**src/source/cpu_pkg.sv**
```systemverilog
package cpu_pkg;

    ////////////////////////////////////////
    // ISA widths
    ////////////////////////////////////////
    typedef logic [15:0] word_t;     // Register and memory data
    typedef logic [15:0] instr_t;    // {op[15:12], rd[11:9], rs1[8:6], rs2[5:3] | imm[5:0]}
    typedef logic [7:0]  pc_t;       // Word address into instruction memory
    typedef logic [2:0]  reg_idx_t;  // One of eight registers
    typedef logic [7:0]  seq_t;      // Fetch order tag, wraps
    typedef logic [15:0] stamp_t;    // Trace cycle stamp

    // Opcode field values
    typedef enum logic [3:0] {
        OP_NOP  = 4'd0,
        OP_ADD  = 4'd1,
        OP_SUB  = 4'd2,
        OP_AND  = 4'd3,
        OP_OR   = 4'd4,
        OP_ADDI = 4'd5,  // rd = rs1 + imm
        OP_LW   = 4'd6,  // rd = mem[rs1 + imm]
        OP_SW   = 4'd7,  // mem[rs1 + imm] = rd
        OP_BEQ  = 4'd8   // if (rd == rs1) pc = pc + 1 + imm
    } opcode_e;

    // Hazard control record of the previous cycle
    typedef enum logic [1:0] {
        RUN        = 2'd0,
        LOAD_STALL = 2'd1,
        REDIRECT   = 2'd2
    } ctrl_state_e;

    ////////////////////////////////////////
    // Default sizes
    ////////////////////////////////////////
    localparam int IMEM_DEPTH  = 256;
    localparam int DMEM_DEPTH  = 64;
    localparam int TRACE_DEPTH = 8;   // Power of two, at least 8

endpackage
```
**src/source/execute_stage.sv**
```systemverilog
`timescale 1ns/1ps

module execute_stage (
    input  logic                clk,
    input  logic                rst,
    input  logic                id_valid,
    input  cpu_pkg::seq_t       id_seq,
    input  cpu_pkg::pc_t        id_pc,
    input  cpu_pkg::instr_t     id_instr,
    input  cpu_pkg::opcode_e    id_op,
    input  cpu_pkg::reg_idx_t   id_rd,
    input  logic                id_wen,
    input  cpu_pkg::word_t      id_a,
    input  cpu_pkg::word_t      id_b,
    input  cpu_pkg::word_t      id_store_data,
    output logic                ex_valid,
    output cpu_pkg::seq_t       ex_seq,
    output cpu_pkg::pc_t        ex_pc,
    output cpu_pkg::instr_t     ex_instr,
    output cpu_pkg::opcode_e    ex_op,
    output cpu_pkg::reg_idx_t   ex_rd,
    output logic                ex_wen,
    output cpu_pkg::word_t      ex_result,
    output cpu_pkg::word_t      ex_store_data,
    output logic                branch_taken,
    output cpu_pkg::pc_t        branch_target
);

    cpu_pkg::word_t alu;

    // ALU, also forms LW/SW addresses
    always_comb begin
        case (id_op)
            cpu_pkg::OP_ADD, cpu_pkg::OP_ADDI,
            cpu_pkg::OP_LW,  cpu_pkg::OP_SW:  alu = id_a + id_b;
            cpu_pkg::OP_SUB:                  alu = id_a - id_b;
            cpu_pkg::OP_AND:                  alu = id_a & id_b;
            cpu_pkg::OP_OR:                   alu = id_a | id_b;
            default:                          alu = '0;   // NOP, BEQ
        endcase
    end

    // BEQ compares rd with rs1, resolved here
    assign branch_taken  = id_valid && (id_op == cpu_pkg::OP_BEQ) && (id_a == id_store_data);
    assign branch_target = id_pc + 8'd1 + id_b[7:0];

    ////////////////////////////////////////
    // EX/MEM register
    ////////////////////////////////////////
    always_ff @(posedge clk) begin
        if (rst) ex_valid <= 1'b0;
        else     ex_valid <= id_valid;
    end

    always_ff @(posedge clk) begin
        ex_seq        <= id_seq;
        ex_pc         <= id_pc;
        ex_instr      <= id_instr;
        ex_op         <= id_op;
        ex_rd         <= id_rd;
        ex_wen        <= id_wen;
        ex_result     <= alu;
        ex_store_data <= id_store_data;
    end

endmodule

```
**config.mk**
```make
export PLATFORM = sky130hd
export DESIGN_NAME = execute_stage
export DESIGN_NICKNAME = d
export VERILOG_FILES = /design/src/source/cpu_pkg.sv /design/src/source/execute_stage.sv
export SDC_FILE = /design/constraint.sdc
export NUM_CORES = 1
export LEC_CHECK = 0
export ABC_AREA = 1
export BUFFER_PORTS_ARGS = -buffer_cell sky130_fd_sc_hd__buf_2
export CORE_MARGIN = 2
export CORE_UTILIZATION = 35
export CTS_BUF_LIST = sky130_fd_sc_hd__clkbuf_4
export CTS_CLUSTER_DIAMETER = 80
export DETAILED_ROUTE_END_ITERATION = 10
export PLACE_DENSITY = 0.67
export SYNTH_ARGS = -nofsm -noshare
export SYNTH_HDL_FRONTEND = slang
export SYNTH_SLANG_ARGS = --single-unit
export TNS_END_PERCENT = 5
```
**constraint.sdc**
```tcl
create_clock -name clk -period 1.9 [get_ports clk]
set_input_delay 0 -clock clk [delete_from_list [all_inputs] [get_ports clk]]
set_output_delay 0 -clock clk [all_outputs]
set_load 0.02 [all_outputs]
```
==> reports/results.tsv <==
metric	value	unit
outcome	completed	
crit_path_max_fanout	3	
ys_seq_area_share	39.99	%
fin_crit_sh	97.85	%
fp.dieH	106.2	um
grt_max_degree	17	
rows	37	
postRouteAntennaNets	0	
fin_util	61.78	%
synth_top_area_share	39.99	%
setup_viol	0	
hp-class	input port to register	
io_pins	173	
topRoutingLayerUsed	met4	
power	4299	uW
powerDensity	680.1	nW/um^2
clock_path_buffers	2	
syn-cell-area	3655	um^2
synth_most_common_cell	nand2_1	
synth.net_count	586	
dp_hpwl	9734	um
yosys_warnings	0	
drt_first_pass_iters	4	
grtUsageTotal	24.21	%
drive_gt1_share	37.84	%
wl_per_cell	15.01	um
vias_per_cell	4.752	
syn_to_final_growth	72.95	%
p_leak	0.003266	uW
min_from	id_b[11]	
synth_compound_area_share	12.15	%
worstHoldEndpoint	ex_result[11]	
fmax	0.5379	GHz
period_minus_slack	1.859	ns
fp.dieW	106.2	um
synth_edf_count	0	
cts_sinks	73	
synth-simple-area-share	24.27	%
drv_slew	0	
first_iter_violations	215	
vdd_drop_max	0.4245	mV
worstSetupEndpointType	output pin	
antenna_found_initial	0	
detailedPlace.worstSlack	-0.3948	ns
yosysTopAreaCell	dfxtp_1	
dr_wl_met3	1034	um
fin_cells	934	
layout.nets	911	
synth_fa_ha_area_share	9.654	%
ys_ff_latch	73	
synth_xor_area_share	5.512	%
synthArstFlopShare	0	%
syn-mean-instance-area	7.809	um^2
critical_path_class	input port to output pin	
slew_headroom	67.91	%
critPathLaunchType	input port	
cts-root-buf	clkbuf_4	
synth_top_family_by_area	simple AND/OR/NAND/NOR gates	
syn_inst	468	
antenna_cells	0	
start_util	35.72	%
synthFlopType	dfxtp_1	
die_area	11280	um^2
h-tree-depth	3	
clkTransAtPathRegs	0.14	ns
synth_area_leaders	dfxtp_1 40%, nand2_1 9.7%, ha_1 8.6%	
portBuffers	172	
wl_met2	7555	um
hold_violations	0	
globalplace.congestion	0.8599	
min_path_cells	6	
cts_tree	yes	
grt_first_pass_wirelength	21340	um
grt_pass1_vias	4526	
grt-ovfl-total	0	
rsz0062_at_grt	yes	
worst_pin_slew	0.4809	ns
required	1.90	ns
dp.cells	823	
synth_commonest_cells	94 x nand2_1, 73 x dfxtp_1, 68 x inv_1	
arrival	1.86	ns
drt-total-wl	14020	um
muxShareOfSynthArea	0	%
route.detailed.drc	0	
cts_buffers	9	
wirelength_met1	5064	um
maxCapViolations	0	
fin_ws	0.04092	ns
ys_types	40	
via_count	4438	
coreArea	10230	um^2
[area by class of cell]
cell class | instances | area (um^2)
multi-input cells | 320 | 2041
repair buffers | 319 | 2215
clock inverters | 6 | 90.09
fillers | 851 | 3910
clock buffers | 10 | 75.07
flip-flops and latches | 73 | 1461
well taps | 136 | 170.2
inverters | 70 | 269.0
[repair_timing]
| action | 4_1_cts | 5_1_grt |
|---|---|---|
| endpoints found under the setup margin | 0 | 15 |
| hold buffers | 91 | 0 |
| hold endpoints to repair | 73 | 0 |
| gates resized for setup | 0 | 43 |
| setup buffers | 0 | 4 |
[stage by stage]
step,hold slack [ns],setup TNS (ns),cell area (um^2)
3_5_place_dp,0.1039,-3.465,5059
6_report,0.03764,0,6321
3_3_place_gp,0.1025,-3.421,5059
5_1_grt,0.06360,-0.1497,6321
4_1_cts,0.01819,0,6135
2_1_floorplan,0.02772,-0.01270,3680
[routing by layer]
metal  up-vias  track usage, %
li1       2186               -
met1      2037           25.16
met2       183           46.61
met3        32           5.212
met4         0           9.774
met5         -               0
[where the power goes]
group          total (uW)  switching [uW]  internal [uW]  leakage, uW
Clock                1150             593            553    0.0000870
Sequential           1670            28.1           1640     0.000614
Combinational        1490             818            668      0.00257
[how the worst max path moves through the flow]
stage	startpoint	slack, ns	endpoint	depth (start not counted)
global route	id_b[13]	-0.04	ex_result[15]	15
CTS	id_pc[1]	0.02	branch_target[6]	10
detailed placement	id_b[0]	-0.39	ex_result[13]	17
finish	id_pc[1]	0.04	branch_target[6]	10
global placement	id_b[0]	-0.39	ex_result[11]	16
floorplan	id_b[0]	-0.01	ex_result[15]	16
[state kept, by name, indices dropped and copies added, names as in the netlist]
name and flops:
ex_instr 16, ex_result 16, ex_store_data 16, ex_pc 8
ex_seq 8, ex_op 4, ex_rd 3, ex_valid 1
ex_wen 1
[worst max-delay path: stages]
cell,delay (ns)
dlygate4sd3_1,0.55
buf_2,0.16
fa_2,0.40
nand3_1,0.08
nand2_1,0.09
nand2_1,0.07
nand2_1,0.06
a21oi_2,0.14
xnor2_1,0.14
buf_4,0.17
[cell usage in the layout (no fill, tap or decap), drive strengths merged, types with 5 or more instances in the layout]
cell / instances
nand2: 97
or2: 6
o21ai: 31
dfxtp: 73
ha: 25
xnor2: 5
buf: 228
nor2: 32
clkbuf: 10
dlygate4sd3: 90
nor3: 5
xor2: 18
o22ai: 5
a21oi: 21
inv: 70
nand3: 50
[kinds of logic (layout without fill, tap and decap cells)]
| kind of cell | after synthesis | after routing |
|---|---|---|
| flops | 73 | 73 |
| fa+ha+maj | 27 | 27 |
| buf+inv | 75 | 405 |
| simple gates | 198 | 198 |
| xor+xnor | 23 | 23 |
| compound gates | 72 | 72 |
Note: power is estimated with default switching activity, not from simulation.
