<file path="src/source/cpu_pkg.sv">
package cpu_pkg;

    ////////////////////////////////////////
    // ISA widths
    ////////////////////////////////////////
    typedef logic [15:0] word_t;     // Register and memory data
    typedef logic [15:0] instr_t;    // {op[15:12], rd[11:9], rs1[8:6], rs2[5:3] | imm[5:0]}
    typedef logic [7:0]  pc_t;       // Word address into instruction memory
    typedef logic [2:0]  reg_idx_t;  // One of eight registers
    typedef logic [7:0]  seq_t;      // Fetch order tag, wraps
    typedef logic [15:0] stamp_t;    // Trace cycle stamp

    // Opcode field values
    typedef enum logic [3:0] {
        OP_NOP  = 4'd0,
        OP_ADD  = 4'd1,
        OP_SUB  = 4'd2,
        OP_AND  = 4'd3,
        OP_OR   = 4'd4,
        OP_ADDI = 4'd5,  // rd = rs1 + imm
        OP_LW   = 4'd6,  // rd = mem[rs1 + imm]
        OP_SW   = 4'd7,  // mem[rs1 + imm] = rd
        OP_BEQ  = 4'd8   // if (rd == rs1) pc = pc + 1 + imm
    } opcode_e;

    // Hazard control record of the previous cycle
    typedef enum logic [1:0] {
        RUN        = 2'd0,
        LOAD_STALL = 2'd1,
        REDIRECT   = 2'd2
    } ctrl_state_e;

    ////////////////////////////////////////
    // Default sizes
    ////////////////////////////////////////
    localparam int IMEM_DEPTH  = 256;
    localparam int DMEM_DEPTH  = 64;
    localparam int TRACE_DEPTH = 8;   // Power of two, at least 8

endpackage
</file>
<file path="src/source/fetch_stage.sv">
`timescale 1ns/1ps

module fetch_stage #(
    parameter int IMEM_DEPTH = cpu_pkg::IMEM_DEPTH
) (
    input  logic              clk,
    input  logic              rst,
    input  logic              imem_we,
    input  cpu_pkg::pc_t      imem_addr,
    input  cpu_pkg::instr_t   imem_wdata,
    input  logic              stall_decode,
    input  logic              flush_front,
    input  cpu_pkg::pc_t      redirect_pc,
    output logic              if_valid,
    output cpu_pkg::seq_t     if_seq,
    output cpu_pkg::pc_t      if_pc,
    output cpu_pkg::instr_t   if_instr,
    output logic              fetch_valid,
    output cpu_pkg::seq_t     fetch_seq
);

    localparam int AW = $clog2(IMEM_DEPTH);

    cpu_pkg::instr_t imem [IMEM_DEPTH];
    cpu_pkg::pc_t    pc;
    logic            fetch_on;   // Low for one idle cycle after reset

    // Program load, only while the core is held in reset
    always_ff @(posedge clk) begin
        if (imem_we && rst) imem[imem_addr[AW-1:0]] <= imem_wdata;
    end

    always_ff @(posedge clk) begin
        if (rst) begin
            fetch_on  <= 1'b0;
            pc        <= '0;
            fetch_seq <= '0;
            if_valid  <= 1'b0;
        end else begin
            fetch_on <= 1'b1;
            if (flush_front) begin           // Flush beats stall
                pc        <= redirect_pc;
                fetch_seq <= fetch_seq + 1'b1;  // Wrong-path word still burns a tag
                if_valid  <= 1'b0;
            end else if (fetch_on && !stall_decode) begin
                pc        <= pc + 1'b1;
                fetch_seq <= fetch_seq + 1'b1;
                if_valid  <= 1'b1;
            end
        end
    end

    // IF/ID payload
    always_ff @(posedge clk) begin
        if (!stall_decode) begin
            if_seq   <= fetch_seq;
            if_pc    <= pc;
            if_instr <= imem[pc[AW-1:0]];
        end
    end

    assign fetch_valid = fetch_on;

    // The load port belongs to reset time only
    a_load_in_reset: assert property (@(posedge clk) imem_we |-> rst);

endmodule

</file>
<file path="config.mk">
export PLATFORM = sky130hd
export DESIGN_NAME = fetch_stage
export DESIGN_NICKNAME = d
export VERILOG_FILES = /design/src/source/cpu_pkg.sv /design/src/source/fetch_stage.sv
export SDC_FILE = /design/constraint.sdc
export NUM_CORES = 2
export LEC_CHECK = 0
export ABC_CLOCK_PERIOD_IN_PS = 4160
export BUFFER_PORTS_ARGS = -buffer_cell sky130_fd_sc_hd__buf_2
export CORE_ASPECT_RATIO = 2
export CORE_MARGIN = 2
export CORE_UTILIZATION = 40
export DETAILED_ROUTE_END_ITERATION = 16
export PLACE_DENSITY = 0.63
export SYNTH_ARGS = -nofsm -noshare
export SYNTH_HDL_FRONTEND = slang
export SYNTH_SLANG_ARGS = --single-unit
</file>
<file path="constraint.sdc">
create_clock -name clk -period 4.16 [get_ports clk]
set_input_delay 0.832 -clock clk [delete_from_list [all_inputs] [get_ports clk]]
set_output_delay 0.832 -clock clk [all_outputs]
set_load 0.05 [all_outputs]
</file>
==> run metrics <==
clk root buf=clkbuf_16; reg-to-reg slack, setup=between 0.02 and 0.025 ns; Post-DP HPWL=308000 um; hold path depth=3; number of global-route vias before repair=80423; worst path buffer plus inverter count=3; Pwr per Cell Area=approximately 460 nW/um^2; Tcrit/Tclk final=99.5%; switching share of total power=between 20% and 30%; gpl congestion=about 0.9; antenna-violating nets left=0; first drt pass iteration count=8; r2r endpoint=if_instr[0]; Mean Syn Cell Area=between 20 and 25 um^2; I/O pin count=79; Die Height=~900 um; hold crit path type=in2reg; VDD IR max=354 uV; Place WS=-0.284 ns; CTS H-Tree Depth=5; Ys Warns=0; crit path cell chain=buf_4 -> inv_8 -> nand2_1 -> o21ai_0 -> o211ai_1 -> buf_4 -> a32oi_1 -> a21o_1; relative slew slack=around 11%; Int Pwr=65400 uW; CTS Buf Count=~330; Worst-path clk slew=~0.070 ns; crit path from=pc[2]; worst skew pair latency=about 0.95 ns; Sw Pwr=18500 uW; DR vias=about 79000; GRT overflow=0; area delta synth->final=14.3%; design area=182000 um^2; Post-route DRC=0; initial antenna violation count=41; Top Family by Delay on Critical Path=compound AO/OA/AOI/OAI gates; Placement Rows=328; commonest non-fill, non-tap cell in the layout=edfxtp_1; worst flop-to-flop path startpoint=pc[2]; first-pass GRT wire length=about 660000 um; combinational power share=6.9%; wire per inst=approximately 36 um; Cells after DPL=~13000; fin util=~46%; critical setup path kind=reg2reg; Clock Sinks=between 4000 and 5000; worst setup path endpoint=if_instr[0]; path depth of the worst reg2reg path=8; Synth Instances=around 7000; pin count of the biggest net entering global routing=roughly 120; Top FF cell, synth=edfxtp_1; cell mode on critical path=buf_4; Synth Cell Area=roughly 160000 um^2; placed inst area=about 170000 um^2; Async SR Flop Fraction=0%; Nets=~7800; Clock Path Buffers=4; maxcap violations=0; unrepaired setup endpoints after global routing=no; Routed WL=approximately 480000 um; count of final hold-check violations=0; fin crit period=around 4.1 ns; CTS tree=done; commonest cells after routing, fill and taps aside=edfxtp_1 (4128), mux4_2 (1032), buf_4 (637); number of synthesized register bits=about 4100; Final Power=around 84000 uW; number of flops mapped to enable cells by yosys=just over 4000; Final setup viols=0; FMAX=242 MHz; die area=405000 um^2; Crit path arrival time=between 4 and 5 ns; final worst setup slack=roughly 0.022 ns; syn nets=approximately 7000; CP max stage cell=o21ai_0; Netlist cell types=between 70 and 80; Worst Max-Slew Pin Slew=1.33 ns; fin cells=~13000; initial DRC count=~10000; Seq pwr share=between 50% and 60%; Clock power frac=between 30% and 40%; leakage=between 0.05 and 0.06 uW; core area=about 400000 um^2; CTS Hold Bufs=0; Worst EP required=4.96 ns; Port Buf Inserts=78; status=complete, no violations; share of post-route cells with drive strength above 1=a little under a third; Initial Util=about two fifths; Seq/Total Area, Yosys=77.9%; die extent in x=roughly 450 um; GRT Total Usage=23.4%; Critical Path End Type=flop; CP peak stage delay=between 1 and 1.5 ns; final slew viol count=0; Vias/cell=5.96; clock skew=between 0.06 and 0.07 ns; Worst path depth=8; Crit Path Max Fanout=42; CP Launch Type=flop
## power groups by stage
stage	clock network, uW	logic (uW)	registers, uW
finish	32100	5790	46100
global route	33800	5920	46100
CTS	32500	5780	46100
detailed placement	0	5740	47000
global placement	0	5660	47000
floorplan	0	2810	47100
## through the flow
step / setup TNS, ns / hold WS (ns)
2_1_floorplan: 0 / 0.406
3_3_place_gp: -0.276 / 0.456
3_5_place_dp: -0.419 / 0.481
4_1_cts: 0 / 0.100
5_1_grt: 0 / 0.164
6_report: 0 / 0.163
## final cells by class
| cell class | instances | area (um^2) |
|---|---|---|
| Timing Repair Buffer | 840 | 7810 |
| Fill cell | 32638 | 216000 |
| Multi-Input combinational cell | 2451 | 33000 |
| Tap cell | 5280 | 6610 |
| Clock inverter | 193 | 2080 |
| Sequential cell | 4146 | 124000 |
| Inverter | 6 | 31.3 |
| Antenna cell | 23 | 57.6 |
| Clock buffer | 388 | 8560 |
## timing repair
action	4_1_cts	5_1_grt
endpoints found under the hold margin	0	0
buffers inserted	3	0
endpoints found under the setup margin	2	0
gates resized for setup	1	0
## tightest hold or removal path: stages
cell and delay, ns:
buf_2 0.08, a21oi_1 0.06, nor2_1 0.08
## synth_stat cells, drive strengths merged, types with 41 or more instances
master | n | share of area (%)
a21oi | 147 | 0.46
a221oi | 65 | 0.38
a22oi | 85 | 0.40
buf | 242 | 1.3
clkbuf | 175 | 0.41
edfxtp | 4128 | 78
mux2i | 295 | 1.8
mux4 | 1032 | 15
nand2 | 109 | 0.26
nand3 | 42 | 0.13
nor2 | 326 | 0.77
o21ai | 59 | 0.18
o221ai | 41 | 0.22
## worst min path at each step
stage | startpoint | endpoint
floorplan | pc[6] | if_pc[6]
global route | redirect_pc[5] | pc[5]
detailed placement | fetch_seq[7] | if_seq[7]
finish | redirect_pc[5] | pc[5]
CTS | redirect_pc[1] | pc[1]
global placement | fetch_seq[7] | if_seq[7]
## flip-flops by register name, indices dropped and copies added (netlist names)
name / cells
imem: 4096
if_instr: 16
fetch_seq: 8
if_pc: 8
if_seq: 8
pc: 8
fetch_valid: 1
if_valid: 1
## layer usage
layer,vias up,share of wire [%],global-route usage [%],wire (um)
li1,31284,-,-,-
met1,42670,32,25.6,152000
met2,4337,52,40.9,249000
met3,1113,7.6,3.52,36300
met4,14,8.7,17.5,41500
met5,-,0.016,0,75
## kinds of logic after synthesis
logic type      Yosys count  synth area share [%]
fa+ha+maj                 2                0.0157
flops                  4146                  77.9
buf+inv                 423                  1.74
mux                    1332                  16.4
simple gates            551                  1.45
xor+xnor                 12                0.0658
compound gates          554                  2.42
(Power assumes the default switching activity.)
