File: config.mk
export PLATFORM = sky130hd
export DESIGN_NAME = decode_stage
export DESIGN_NICKNAME = d
export VERILOG_FILES = /design/src/source/cpu_pkg.sv /design/src/source/decode_stage.sv
export SDC_FILE = /design/constraint.sdc
export NUM_CORES = 1
export LEC_CHECK = 0
export ABC_AREA = 1
export BUFFER_PORTS_ARGS = -buffer_cell sky130_fd_sc_hd__buf_2
export CAP_MARGIN = 20
export CORE_ASPECT_RATIO = 1.2
export CORE_UTILIZATION = 35
export DETAILED_ROUTE_END_ITERATION = 6
export MAX_ROUTING_LAYER = met4
export PLACE_DENSITY = 0.54
export SKIP_LAST_GASP = 1
export SLEW_MARGIN = 20
export SYNTH_ARGS = -nofsm -noshare
export SYNTH_HDL_FRONTEND = slang
export SYNTH_SLANG_ARGS = --single-unit
File: constraint.sdc
create_clock -name clk -period 3.2 [get_ports clk]
set_input_delay 0.32 -clock clk [delete_from_list [all_inputs] [get_ports clk]]
set_output_delay 0.32 -clock clk [all_outputs]
set_load 0.02 [all_outputs]
File: src/source/cpu_pkg.sv
package cpu_pkg;

    ////////////////////////////////////////
    // ISA widths
    ////////////////////////////////////////
    typedef logic [15:0] word_t;     // Register and memory data
    typedef logic [15:0] instr_t;    // {op[15:12], rd[11:9], rs1[8:6], rs2[5:3] | imm[5:0]}
    typedef logic [7:0]  pc_t;       // Word address into instruction memory
    typedef logic [2:0]  reg_idx_t;  // One of eight registers
    typedef logic [7:0]  seq_t;      // Fetch order tag, wraps
    typedef logic [15:0] stamp_t;    // Trace cycle stamp

    // Opcode field values
    typedef enum logic [3:0] {
        OP_NOP  = 4'd0,
        OP_ADD  = 4'd1,
        OP_SUB  = 4'd2,
        OP_AND  = 4'd3,
        OP_OR   = 4'd4,
        OP_ADDI = 4'd5,  // rd = rs1 + imm
        OP_LW   = 4'd6,  // rd = mem[rs1 + imm]
        OP_SW   = 4'd7,  // mem[rs1 + imm] = rd
        OP_BEQ  = 4'd8   // if (rd == rs1) pc = pc + 1 + imm
    } opcode_e;

    // Hazard control record of the previous cycle
    typedef enum logic [1:0] {
        RUN        = 2'd0,
        LOAD_STALL = 2'd1,
        REDIRECT   = 2'd2
    } ctrl_state_e;

    ////////////////////////////////////////
    // Default sizes
    ////////////////////////////////////////
    localparam int IMEM_DEPTH  = 256;
    localparam int DMEM_DEPTH  = 64;
    localparam int TRACE_DEPTH = 8;   // Power of two, at least 8

endpackage
File: src/source/decode_stage.sv
`timescale 1ns/1ps

module decode_stage (
    input  logic                clk,
    input  logic                rst,
    input  logic                if_valid,
    input  cpu_pkg::seq_t       if_seq,
    input  cpu_pkg::pc_t        if_pc,
    input  cpu_pkg::instr_t     if_instr,
    input  logic                stall_decode,
    input  logic                flush_front,
    input  logic                wb_wen,
    input  cpu_pkg::reg_idx_t   wb_rd,
    input  cpu_pkg::word_t      wb_data,
    output cpu_pkg::reg_idx_t   dec_rs1,
    output cpu_pkg::reg_idx_t   dec_rs2,
    output logic                dec_uses_rs2,
    output logic                id_valid,
    output cpu_pkg::seq_t       id_seq,
    output cpu_pkg::pc_t        id_pc,
    output cpu_pkg::instr_t     id_instr,
    output cpu_pkg::opcode_e    id_op,
    output cpu_pkg::reg_idx_t   id_rd,
    output logic                id_wen,
    output cpu_pkg::word_t      id_a,
    output cpu_pkg::word_t      id_b,
    output cpu_pkg::word_t      id_store_data
);

    cpu_pkg::opcode_e  op;
    cpu_pkg::reg_idx_t rd, rs1, rs2;
    cpu_pkg::word_t    imm;
    cpu_pkg::word_t    rf [8];
    cpu_pkg::word_t    rd_val, rs1_val, rs2_val;
    logic              is_rtype, writes;

    ////////////////////////////////////////
    // Field split
    ////////////////////////////////////////
    assign op  = cpu_pkg::opcode_e'(if_instr[15:12]);
    assign rd  = if_instr[11:9];
    assign rs1 = if_instr[8:6];
    assign rs2 = if_instr[5:3];
    assign imm = {{10{if_instr[5]}}, if_instr[5:0]};   // Sign extend

    assign is_rtype = (op == cpu_pkg::OP_ADD) || (op == cpu_pkg::OP_SUB) ||
                      (op == cpu_pkg::OP_AND) || (op == cpu_pkg::OP_OR);
    assign writes   = is_rtype || (op == cpu_pkg::OP_ADDI) || (op == cpu_pkg::OP_LW);

    // Second source is rs2 for R-type, the rd field for SW data and BEQ compare
    assign dec_rs1      = (op == cpu_pkg::OP_NOP) ? '0 : rs1;
    assign dec_rs2      = is_rtype ? rs2 : rd;
    assign dec_uses_rs2 = is_rtype || (op == cpu_pkg::OP_SW) || (op == cpu_pkg::OP_BEQ);

    // Register file, r0 stays zero
    always_ff @(posedge clk) begin
        if (wb_wen && wb_rd != '0) rf[wb_rd] <= wb_data;
    end

    // Read ports see this cycle's write-back
    function automatic cpu_pkg::word_t read_reg(input cpu_pkg::reg_idx_t idx);
        if (idx == '0) return '0;
        if (wb_wen && wb_rd == idx) return wb_data;
        return rf[idx];
    endfunction

    always_comb begin
        rd_val  = read_reg(rd);
        rs1_val = read_reg(rs1);
        rs2_val = read_reg(rs2);
    end

    ////////////////////////////////////////
    // ID/EX register
    ////////////////////////////////////////
    always_ff @(posedge clk) begin
        if (rst || flush_front || stall_decode) id_valid <= 1'b0;  // Clear or bubble
        else                                    id_valid <= if_valid;
    end

    always_ff @(posedge clk) begin
        id_seq        <= if_seq;
        id_pc         <= if_pc;
        id_instr      <= if_instr;
        id_op         <= op;
        id_rd         <= rd;
        id_wen        <= writes && rd != '0;   // No false hazards on r0
        id_a          <= rs1_val;
        id_b          <= is_rtype ? rs2_val : imm;
        id_store_data <= rd_val;
    end

endmodule

==> flow_summary.yaml <==
worst_setup_path:
  arrival_ns: 2.14
  cp_data_required_time_ns: 2.88
  cp-start-kind: "primary input"
  worstSetupPathType: "in2out"
  r2r_setup_slack_ns: 2.00
  cp-end-kind: "output pin"
  crit_fanout: 8
layout:
  fillers: 2884
  nets: 1522
  areaGrowthSynthToFinish_pct: 21.2
  num_antenna_cells: 0
  finalInstanceArea_sq_um: 12500
  drive_gt1_share_pct: 15.9
cts:
  root_buffer: "clkbuf_16"
  clk_path_buf_depth: 3
  numCtsBuffers: 24
  hold_buffers: 25
  postCtsSetupBuffers: 0
  cts_tree: "done"
  clk_pin_slew_ns: 0.06
  cts_resized: 0
  cts_num_sinks: 210
  clk_latency_ns: 0.52
  htree_num_levels: 1
synth:
  synthDistinctLibCells: 28
  yosysWarningCount: 0
  ys_top_cells_by_area: "edfxtp_1, nand2_1, dfxtp_1, nand3_1, a21oi_1"
  avgSynthCellArea_sq_um: 7.91
  synth_edf_count: 128
  synth.top_cell.area_share_pct: 37.2
  synth-seq-cells: 210
  ys_seq_area_share_pct: 53.2
  yosysTopAreaCell: "edfxtp_1"
  synth.most_common_cell: "nand2_1"
  netlist_top_cells_count: "nand2_1, nand3_1, edfxtp_1"
  synthArstFlopShare_pct: 0
  synthCells: 1305
  synthesis.area_sq_um: 10300
  synthFlopType: "edfxtp_1"
global_routing:
  grt_max_degree: 69
  grt.total_usage_pct: 25.1
  grt_pass1_vias: 9316
  grt_overflow_total: 0
  antenna_found_initial: 0
  grt_pass1_wl_mm: 55.7
drt:
  wl_mm: 37.0
  post_drt_via_cell_ratio: 5.19
  route.antenna.remaining_nets: 0
  met2_length_mm: 17.5
  post_drt_wl_per_cell_microns: 19.8
  routed-wl-met3_mm: 2.65
  dr.pass1.iters: 5
  top_layer: "met4"
  drc: 0
  vias: 9703
  dr.first_iter.drc_count: 1052
  m1WireLength_mm: 15.5
run_status:
  outcome: "finished, final reports clean"
placement:
  postPlaceCellArea_sq_um: 11500
  pre_cts_ws_ns: 0.740
  gp_congestion: 0.841
  hpwl_mm: 21.9
  numPortBuffers: 152
die:
  ios: 153
  die_h_microns: 190
  die_area_sq_um: 30200
  die_w_microns: 159
  rows: 68
  initial_utilization_pct: 35.8
  core_area_sq_um: 28800
sta:
  timing.final.crit_period_ns: 2.46
  slew_headroom_pct: 38.5
  worst_slew_pin_slew_ns: 0.922
  setup_ws_ns: 0.737
  timing.hold.ws_ns: 0.144
  finalSetupTns_ns: 0
  hold_viol_final: 0
  slew_violations: 0
  clock-skew-final_ns: 0.0161
  setup_viol: 0
  final.period_utilization_pct: 77.0
  fmax_mhz: 406
  rsz0062_at_grt: "false"
power_and_ir_drop:
  pwr-share-comb_pct: 15.7
  p_leak_nw: 5.62
  p_int_mw: 5.00
  pwr-share-clk_pct: 39.2
  switchingPower_mw: 1.92
  p_seq_share_pct: 45.1
  p_total_mw: 6.91
  power.share.switching_pct: 27.7
  power_density_nw_per_um2: 553
  ir_drop_mv: 0.286
run:
  timing.max_cap.violations: 0
worst_hold_path:
  worstHoldPathType: "in2reg"
==> worst paths after layout <==
kind	from	to	cells after the start
setup reg to reg	rf[2][14]	id_store_data[14]	6
setup / recovery	if_instr[13]	dec_uses_rs2	9
hold reg to reg	rf[0][9]	id_a[9]	4
hold / removal	wb_data[5]	rf[1][5]	1
==> flip-flops by register name, indices dropped and copies added (netlist names) <==
signal,flops
id_instr,11
id_store_data,16
id_valid,1
id_rd,2
id_a,16
id_pc,8
id_b,16
rf,128
id_wen,1
id_seq,8
id_op,3
==> power groups by stage <==
stage,logic (mW),registers (mW),clock network [mW]
5_1_grt,1.18,3.14,2.87
6_report,1.09,3.12,2.71
2_1_floorplan,0.528,3.28,0
3_3_place_gp,1.05,3.18,0
4_1_cts,1.08,3.12,2.77
3_5_place_dp,1.06,3.17,0
==> cell families (layout without fill, tap and decap cells) <==
kind of cell    count (synthesis)  count (layout)  synth area share [%]
simple gates                  846             846                  34.4
flops                         210             210                  53.2
buf+inv                       141             304                  6.29
compound gates                105             105                  5.90
xor+xnor                        2               2                 0.170
other cells                     1              16                0.0363
==> routing by layer <==
| metal | up-vias | global-route usage [%] |
|---|---|---|
| li1 | 4611 | - |
| met1 | 4548 | 30.9 |
| met2 | 448 | 41.3 |
| met3 | 96 | 3.10 |
| met4 | 0 | 11.0 |
| met5 | - | - |
==> cell usage in the layout (no fill, tap or decap), types with 7 or more instances in the layout <==
| cell | netlist | routed |
|---|---|---|
| nor2_1 | 82 | 82 |
| buf_2 | 54 | 152 |
| clkbuf_16 | 0 | 26 |
| nand2_1 | 495 | 495 |
| nand3_1 | 257 | 257 |
| a21oi_1 | 65 | 65 |
| inv_2 | 5 | 7 |
| inv_1 | 41 | 39 |
| clkbuf_1 | 20 | 10 |
| edfxtp_1 | 128 | 128 |
| o21bai_1 | 32 | 32 |
| conb_1 | 1 | 16 |
| buf_4 | 9 | 30 |
| dlygate4sd3_1 | 0 | 25 |
| dfxtp_1 | 82 | 82 |
==> area by class of cell <==
type	instances	area, sq um	share of cell area, %
Inverter	49	184	1.47
Clock inverter	2	10.0	0.0800
Clock buffer	42	771	6.16
Tap cell	385	482	3.85
Multi-Input combinational cell	969	4260	34.0
Sequential cell	210	5490	43.9
Timing Repair Buffer	211	1320	10.5
==> worst max-delay path, stage by stage <==
cell	delay, ns
dlygate4sd3_1	0.54
buf_2	0.14
inv_1	0.05
nand2_1	0.06
nand2_1	0.09
nand2_2	0.13
inv_1	0.39
o311ai_0	0.21
buf_2	0.20
==> per-stage QoR <==
step / util (%) / instances
6_report: 43.4 / 1868
5_1_grt: 43.4 / 1868
4_1_cts: 43.4 / 1868
3_5_place_dp: 39.8 / 1799
3_3_place_gp: 39.8 / 1799
2_1_floorplan: - / 1320
(Power assumes the default switching activity.)
