--- src/source/cpu_pkg.sv ---
package cpu_pkg;

    ////////////////////////////////////////
    // ISA widths
    ////////////////////////////////////////
    typedef logic [15:0] word_t;     // Register and memory data
    typedef logic [15:0] instr_t;    // {op[15:12], rd[11:9], rs1[8:6], rs2[5:3] | imm[5:0]}
    typedef logic [7:0]  pc_t;       // Word address into instruction memory
    typedef logic [2:0]  reg_idx_t;  // One of eight registers
    typedef logic [7:0]  seq_t;      // Fetch order tag, wraps
    typedef logic [15:0] stamp_t;    // Trace cycle stamp

    // Opcode field values
    typedef enum logic [3:0] {
        OP_NOP  = 4'd0,
        OP_ADD  = 4'd1,
        OP_SUB  = 4'd2,
        OP_AND  = 4'd3,
        OP_OR   = 4'd4,
        OP_ADDI = 4'd5,  // rd = rs1 + imm
        OP_LW   = 4'd6,  // rd = mem[rs1 + imm]
        OP_SW   = 4'd7,  // mem[rs1 + imm] = rd
        OP_BEQ  = 4'd8   // if (rd == rs1) pc = pc + 1 + imm
    } opcode_e;

    // Hazard control record of the previous cycle
    typedef enum logic [1:0] {
        RUN        = 2'd0,
        LOAD_STALL = 2'd1,
        REDIRECT   = 2'd2
    } ctrl_state_e;

    ////////////////////////////////////////
    // Default sizes
    ////////////////////////////////////////
    localparam int IMEM_DEPTH  = 256;
    localparam int DMEM_DEPTH  = 64;
    localparam int TRACE_DEPTH = 8;   // Power of two, at least 8

endpackage
--- src/source/pipeline_trace.sv ---
`timescale 1ns/1ps

module pipeline_trace #(
    parameter int TRACE_DEPTH = cpu_pkg::TRACE_DEPTH
) (
    input  logic                clk,
    input  logic                rst,
    input  logic                fetch_valid,
    input  cpu_pkg::seq_t       fetch_seq,
    input  logic                if_valid,
    input  cpu_pkg::seq_t       if_seq,
    input  logic                id_valid,
    input  cpu_pkg::seq_t       id_seq,
    input  logic                ex_valid,
    input  cpu_pkg::seq_t       ex_seq,
    input  logic                wb_valid,
    input  cpu_pkg::seq_t       wb_seq,
    input  cpu_pkg::pc_t        wb_pc,
    input  cpu_pkg::instr_t     wb_instr,
    input  logic                wb_wen,
    input  cpu_pkg::reg_idx_t   wb_rd,
    input  cpu_pkg::word_t      wb_data,
    output logic                retire_valid,
    output cpu_pkg::seq_t       retire_seq,
    output cpu_pkg::pc_t        retire_pc,
    output cpu_pkg::instr_t     retire_instr,
    output logic                retire_wen,
    output cpu_pkg::reg_idx_t   retire_rd,
    output cpu_pkg::word_t      retire_data,
    output cpu_pkg::stamp_t     retire_fetch_cycle,
    output cpu_pkg::stamp_t     retire_decode_cycle,
    output cpu_pkg::stamp_t     retire_execute_cycle,
    output cpu_pkg::stamp_t     retire_memory_cycle,
    output cpu_pkg::stamp_t     retire_wb_cycle
);

    localparam int IW = $clog2(TRACE_DEPTH);

    cpu_pkg::stamp_t cycle;
    cpu_pkg::stamp_t fetch_tab [TRACE_DEPTH];   // One row per low tag bits
    cpu_pkg::stamp_t dec_tab   [TRACE_DEPTH];
    cpu_pkg::stamp_t exe_tab   [TRACE_DEPTH];
    cpu_pkg::stamp_t mem_tab   [TRACE_DEPTH];
    logic            seen_retire;

    always_ff @(posedge clk) begin
        if (rst) cycle <= '0;
        else     cycle <= cycle + 1'b1;
    end

    ////////////////////////////////////////
    // Stamp table, last occupied cycle wins
    ////////////////////////////////////////
    always_ff @(posedge clk) begin
        if (fetch_valid) fetch_tab[fetch_seq[IW-1:0]] <= cycle;
        if (if_valid)    dec_tab[if_seq[IW-1:0]]      <= cycle;   // IF/ID = decode
        if (id_valid)    exe_tab[id_seq[IW-1:0]]      <= cycle;   // ID/EX = execute
        if (ex_valid)    mem_tab[ex_seq[IW-1:0]]      <= cycle;   // EX/MEM = memory
    end

    // Retire record
    always_ff @(posedge clk) begin
        if (rst) begin
            retire_valid <= 1'b0;
            seen_retire  <= 1'b0;
        end else begin
            retire_valid <= wb_valid;
            seen_retire  <= seen_retire || wb_valid;
        end
    end

    always_ff @(posedge clk) begin
        if (wb_valid) begin
            retire_seq           <= wb_seq;
            retire_pc            <= wb_pc;
            retire_instr         <= wb_instr;
            retire_wen           <= wb_wen;
            retire_rd            <= wb_rd;
            retire_data          <= wb_data;
            retire_fetch_cycle   <= fetch_tab[wb_seq[IW-1:0]];
            retire_decode_cycle  <= dec_tab[wb_seq[IW-1:0]];
            retire_execute_cycle <= exe_tab[wb_seq[IW-1:0]];
            retire_memory_cycle  <= mem_tab[wb_seq[IW-1:0]];
            retire_wb_cycle      <= cycle;                      // Write-back is now
        end
    end

    // Tags retire in fetch order, gaps only from flushed slots
    a_seq_order: assert property (@(posedge clk) disable iff (rst)
        wb_valid && seen_retire |->
            cpu_pkg::seq_t'(wb_seq - retire_seq) != '0 &&
            cpu_pkg::seq_t'(wb_seq - retire_seq) < 8'd128);

endmodule

--- config.mk ---
export PLATFORM = sky130hd
export DESIGN_NAME = pipeline_trace
export DESIGN_NICKNAME = d
export VERILOG_FILES = /design/src/source/cpu_pkg.sv /design/src/source/pipeline_trace.sv
export SDC_FILE = /design/constraint.sdc
export NUM_CORES = 1
export LEC_CHECK = 0
export ABC_CLOCK_PERIOD_IN_PS = 4400
export BUFFER_PORTS_ARGS = -buffer_cell sky130_fd_sc_hd__buf_2
export CORE_ASPECT_RATIO = 1.4
export CORE_MARGIN = 10
export CORE_UTILIZATION = 35
export CTS_CLUSTER_SIZE = 20
export DETAILED_ROUTE_END_ITERATION = 10
export PLACE_DENSITY_LB_ADDON = 0.25
export REMOVE_ABC_BUFFERS = 1
export SYNTH_ARGS = -nofsm -noshare
export SYNTH_HDL_FRONTEND = slang
export SYNTH_SLANG_ARGS = --single-unit
--- constraint.sdc ---
create_clock -name clk -period 4.4 [get_ports clk]
set_input_delay 0.88 -clock clk [delete_from_list [all_inputs] [get_ports clk]]
set_output_delay 0.88 -clock clk [all_outputs]
set_load 0.01 [all_outputs]
==> flow_summary.html <==
<table>
<tr><th>Metric</th><th>Value</th></tr>
<tr><th colspan="2">Place</th></tr>
<tr><td>Final weighted congestion of routability-driven global placement</td><td>about 0.7</td></tr>
<tr><td>Number of I/O port buffers</td><td>203</td></tr>
<tr><td>HPWL after detailed placement</td><td>roughly 30 mm</td></tr>
<tr><th colspan="2">GRT</th></tr>
<tr><td>Grt total ovfl</td><td>0</td></tr>
<tr><td>Number of antenna violations at the first check in global routing</td><td>0</td></tr>
<tr><td>Largest net degree at the start of global routing</td><td>between 50 and 60</td></tr>
<tr><td>First-pass GRT wire length</td><td>78.32 mm</td></tr>
<tr><td>Total Routing Usage GR</td><td>13.08%</td></tr>
<tr><td>Vias in the first global route</td><td>approximately 12,000</td></tr>
<tr><th colspan="2">Timing</th></tr>
<tr><td>Maximum achievable frequency</td><td>roughly 0.42 GHz</td></tr>
<tr><td>Final setup fails</td><td>0</td></tr>
<tr><td>Portion of the clock cycle consumed by the worst path in the final layout</td><td>between 50% and 60%</td></tr>
<tr><td>Final count of pins violating max slew</td><td>0</td></tr>
<tr><td>Slew @ Worst Pin</td><td>1.047 ns</td></tr>
<tr><td>Worst setup skew after layout</td><td>0.01557 ns</td></tr>
<tr><td>Unrepaired setup endpoints after global routing</td><td>false</td></tr>
<tr><td>Worst-case headroom to the max-slew limit</td><td>29.98%</td></tr>
<tr><td>Final hold violation count</td><td>0</td></tr>
<tr><td>Final min period</td><td>roughly 2.4 ns</td></tr>
<tr><td>Aggregate negative setup slack</td><td>0 ns</td></tr>
<tr><th colspan="2">Hold path</th></tr>
<tr><td>Hold Path Origin</td><td>wb_instr[3]</td></tr>
<tr><td>Worst hold path endpoint</td><td>retire_instr[3]</td></tr>
<tr><td>Worst hold path stage count</td><td>1</td></tr>
<tr><td>Worst hold-check path type</td><td>in -&gt; reg</td></tr>
<tr><th colspan="2">Yosys</th></tr>
<tr><td>Area of the mapped netlist</td><td>24,130 um2</td></tr>
<tr><td>Synth top area share</td><td>80.15%</td></tr>
<tr><td>Synthesis Warnings</td><td>0</td></tr>
<tr><td>Post-synthesis mux area share</td><td>approximately 15%</td></tr>
<tr><td>Per-instance average area after synthesis</td><td>24.03 um2</td></tr>
<tr><td>Post-synthesis compound-gate area fraction</td><td>less than 1%</td></tr>
<tr><td>Dominant combinational cell family by area after synthesis</td><td>multiplexers</td></tr>
<tr><td>Dominant synthesized flop cell</td><td>sky130_fd_sc_hd__edfxtp_1</td></tr>
<tr><td>EDFF count, synth</td><td>644</td></tr>
<tr><td>Xor-xnor portion of the synthesized cell area</td><td>0.1089%</td></tr>
<tr><td>Number of distinct library cell variants in the gate-level netlist after synthesis</td><td>26</td></tr>
<tr><td>Leading cell types by count after synthesis</td><td>sky130_fd_sc_hd__edfxtp_1 (644), sky130_fd_sc_hd__mux4_2 (128), sky130_fd_sc_hd__mux2_2 (68)</td></tr>
<tr><td>Part of the Yosys area used for sequential elements</td><td>a little over 80%</td></tr>
<tr><td>Most frequently used cell type in the post-synthesis netlist</td><td>sky130_fd_sc_hd__edfxtp_1</td></tr>
<tr><td>Post-synthesis share of cell area spent on full adders, half adders and majority gates</td><td>0.05186%</td></tr>
<tr><td>Asr flop ratio synth</td><td>0%</td></tr>
<tr><td>Top area cells in the synthesized netlist</td><td>sky130_fd_sc_hd__edfxtp_1 (80%), sky130_fd_sc_hd__mux4_2 (12%), sky130_fd_sc_hd__mux2_2 (3.2%)</td></tr>
<tr><td>Number of cells produced by synthesis</td><td>1,004</td></tr>
<tr><td>Library cell occupying the most area in the post-synthesis netlist</td><td>sky130_fd_sc_hd__edfxtp_1</td></tr>
<tr><td>Number of register bits inferred by synthesis</td><td>661</td></tr>
<tr><td>Simple logic cell fraction of the synthesized area</td><td>1.805%</td></tr>
<tr><th colspan="2">Critical path</th></tr>
<tr><td>Worst path top cell family by delay</td><td>flip-flops</td></tr>
<tr><td>Launching element type of the critical path</td><td>flop</td></tr>
<tr><td>WP data arrival</td><td>a little under 3 ns</td></tr>
<tr><td>Max FO, Critical Path</td><td>19</td></tr>
<tr><td>Cell-by-cell listing of the critical path</td><td>buf_4 -&gt; nand4_1 -&gt; nor4_1 -&gt; mux2_2</td></tr>
<tr><td>Crit-path max cell delay</td><td>0.82 ns</td></tr>
<tr><td>Crit path required time</td><td>4.92 ns</td></tr>
<tr><td>Category of the worst setup path capture point</td><td>flop</td></tr>
<tr><td>Critical path buffer and inverter count</td><td>1</td></tr>
<tr><td>CP max-delay cell</td><td>sky130_fd_sc_hd__dfxtp_1</td></tr>
<tr><td>Worst Reg2Reg Path Length in Cells</td><td>4</td></tr>
<tr><td>Start-to-end type of the worst setup path</td><td>reg -&gt; reg</td></tr>
<tr><td>Worst setup slack for register-to-register paths</td><td>2.00 ns</td></tr>
<tr><td>Beginning of the worst register-to-register path</td><td>cycle[3]</td></tr>
<tr><td>Critical R2R Capture</td><td>cycle[14]</td></tr>
<tr><th colspan="2">Floorplan</th></tr>
<tr><td>Core ar.</td><td>68,150 um2</td></tr>
<tr><td>Floorplan row count</td><td>113</td></tr>
<tr><td>Ports placed on the boundary</td><td>224</td></tr>
<tr><td>Initial cell density of the core</td><td>between 30 and 40%</td></tr>
<tr><td>Die Ht</td><td>330.7 um</td></tr>
<tr><td>Horizontal extent of the die</td><td>~240 um</td></tr>
<tr><td>Die outline area</td><td>79,990 um2</td></tr>
<tr><th colspan="2">Pwr</th></tr>
<tr><td>Ratio of total power to cell area</td><td>451.7 nW/um2</td></tr>
<tr><td>Worst ir drop on vdd</td><td>0.2890 mV</td></tr>
<tr><td>LEAKAGE</td><td>0.009756 uW</td></tr>
<tr><th colspan="2">Cells and area</th></tr>
<tr><td>Diode count</td><td>0</td></tr>
<tr><td>Layout fillers</td><td>about 6,000</td></tr>
<tr><td>Share of layout cells above drive strength 1</td><td>41.09%</td></tr>
<tr><td>Area Overhead vs Synth</td><td>18.49%</td></tr>
<tr><td>Utilization after layout</td><td>41.95%</td></tr>
<tr><td>Final nets</td><td>around 1,400</td></tr>
<tr><th colspan="2">Routing</th></tr>
<tr><td>DRC violation count after routing</td><td>0</td></tr>
<tr><td>Total wire length</td><td>52.45 mm</td></tr>
<tr><td>Post-DR vias/cell</td><td>4.814</td></tr>
<tr><td>Antenna Nets Post-Route</td><td>0</td></tr>
<tr><td>First-pass DRT Iterations</td><td>4</td></tr>
<tr><td>DRT iter0 DRCs</td><td>717</td></tr>
<tr><td>Detail-routed net length per standard cell</td><td>23.20 um</td></tr>
<tr><td>Number of vias in the routed layout</td><td>10,890</td></tr>
<tr><th colspan="2">Clock network</th></tr>
<tr><td>Clock-pin slew reported for the worst setup and hold paths after clock tree synthesis</td><td>0.06 ns</td></tr>
<tr><td>TritonCTS Sinks</td><td>661</td></tr>
<tr><td>Clock network latency to the later pin of the worst-skew pair</td><td>0.63 ns</td></tr>
<tr><td>H-tree levels</td><td>2</td></tr>
<tr><td>Post-CTS Hold Buffers</td><td>0</td></tr>
<tr><td>Root buffer selected by CTS</td><td>sky130_fd_sc_hd__clkbuf_16</td></tr>
<tr><td>Number of CTS-inserted buffers</td><td>61</td></tr>
<tr><td>CTS tree</td><td>done</td></tr>
<tr><td>Post-cts sizing count</td><td>0</td></tr>
<tr><td>Clock Path Buffers</td><td>3</td></tr>
<tr><td>Post-CTS Setup Bufs</td><td>0</td></tr>
<tr><th colspan="2">Flow run</th></tr>
<tr><td>Number of maximum-capacitance violations</td><td>0</td></tr>
<tr><th colspan="2">Outcome</th></tr>
<tr><td>Run status</td><td>completed</td></tr>
</table>
-- metrics by stage --
| step | power (uW) | hold slack [ns] | cell area (um2) | instances | setup WS [ns] |
|---|---|---|---|---|---|
| after detailed placement | 7871 | 0.5802 | 26650 | 2150 | 1.383 |
| after global placement | 7859 | 0.5656 | 26650 | 2150 | 1.403 |
| final | 12910 | 0.4261 | 28590 | 2261 | 2.001 |
| after CTS | 13120 | 0.3809 | 28590 | 2261 | 2.017 |
| after floorplan | 7496 | 0.7043 | 23890 | 967 | 1.797 |
| after global routing | 13390 | 0.3825 | 28590 | 2261 | 1.837 |
-- placed cells by master (no fill, tap or decap) --
cell type	Yosys	layout
sky130_fd_sc_hd__clkbuf_1	9	15
sky130_fd_sc_hd__buf_6	11	1
sky130_fd_sc_hd__buf_4	3	57
sky130_fd_sc_hd__dfxtp_1	17	17
sky130_fd_sc_hd__mux4_2	128	128
sky130_fd_sc_hd__inv_1	3	3
sky130_fd_sc_hd__nand3_1	5	5
sky130_fd_sc_hd__or3_1	3	3
sky130_fd_sc_hd__xnor2_1	1	1
sky130_fd_sc_hd__nor2b_1	5	5
sky130_fd_sc_hd__or4_1	4	4
sky130_fd_sc_hd__clkinvlp_4	0	3
sky130_fd_sc_hd__nor3_2	0	6
sky130_fd_sc_hd__nor4_1	4	4
sky130_fd_sc_hd__ha_1	1	1
sky130_fd_sc_hd__nand2b_1	12	12
sky130_fd_sc_hd__clkinv_2	0	11
sky130_fd_sc_hd__buf_2	2	199
sky130_fd_sc_hd__o31ai_1	4	4
sky130_fd_sc_hd__mux2_2	68	68
sky130_fd_sc_hd__clkinv_1	0	12
sky130_fd_sc_hd__o21ai_0	3	3
sky130_fd_sc_hd__inv_6	0	1
sky130_fd_sc_hd__xor2_1	2	2
sky130_fd_sc_hd__nand4_1	4	4
sky130_fd_sc_hd__a21oi_1	7	7
sky130_fd_sc_hd__edfxtp_1	644	644
sky130_fd_sc_hd__clkbuf_8	0	1
sky130_fd_sc_hd__nor3_4	0	2
sky130_fd_sc_hd__clkbuf_16	0	63
sky130_fd_sc_hd__nand2_1	11	11
sky130_fd_sc_hd__buf_12	0	5
sky130_fd_sc_hd__bufinv_16	0	6
sky130_fd_sc_hd__nor2_1	33	33
-- logic make-up (layout without fill, tap and decap cells) --
kind of cell               count (synthesis)  after routing
xor gates and xnor gates                   3              3
buffers and inverters                     40            377
muxes                                    196            196
and+or+nand+nor                           89             89
AOI/OAI and AO/OA                         14             14
DFF                                      661            661
adders and majority gates                  1              1
-- layout make-up --
type                       count  area (um2)  share of cell area, %
clock buffer                  78        1633                  5.711
clock inverter                33       311.5                  1.090
inverter                       3       11.26                0.03939
multi-input combinational    303        4255                  14.88
sequential                   661       19680                  68.83
tap                          920        1151                  4.026
timing repair buffer         263        1549                  5.418
-- power breakdown --
| group | internal [uW] | leakage (uW) | switching (uW) |
|---|---|---|---|
| Clock | 2960 | 0.000946 | 2250 |
| Sequential | 7040 | 0.00637 | 43.1 |
| Combinational | 270 | 0.00244 | 354 |
-- how the worst max path moves through the flow --
| stage | start | to | cells after the start | slack (ns) |
|---|---|---|---|---|
| after global placement | wb_seq[0] | retire_execute_cycle[6] | 4 | 1.40 |
| after CTS | cycle[3] | cycle[13] | 4 | 2.02 |
| after floorplan | ex_seq[0] | mem_tab[0][0] | 2 | 1.80 |
| after detailed placement | wb_seq[0] | retire_execute_cycle[6] | 4 | 1.38 |
| after global routing | cycle[3] | cycle[14] | 4 | 1.84 |
| final | cycle[3] | cycle[14] | 4 | 2.00 |
-- sequential cells by signal (all words and copies together), names as in the netlist, 3 cells and up --
register	flops
exe_tab	128
retire_fetch_cycle	16
retire_seq	8
retire_instr	16
retire_data	16
cycle	16
retire_wb_cycle	16
retire_rd	3
retire_pc	8
mem_tab	128
fetch_tab	128
retire_decode_cycle	16
dec_tab	128
retire_execute_cycle	16
retire_memory_cycle	16
-- metal layers --
layer | part of all wire, % | vias up | GRT usage [%]
met2 | 51 | 272 | 22.96
met5 | 0 | - | 0
met3 | 5.0 | 76 | 2.644
met4 | 2.2 | 0 | 3.916
li1 | - | 4796 | -
met1 | 41 | 5741 | 16.10
Power figures use the tool's default switching activity.
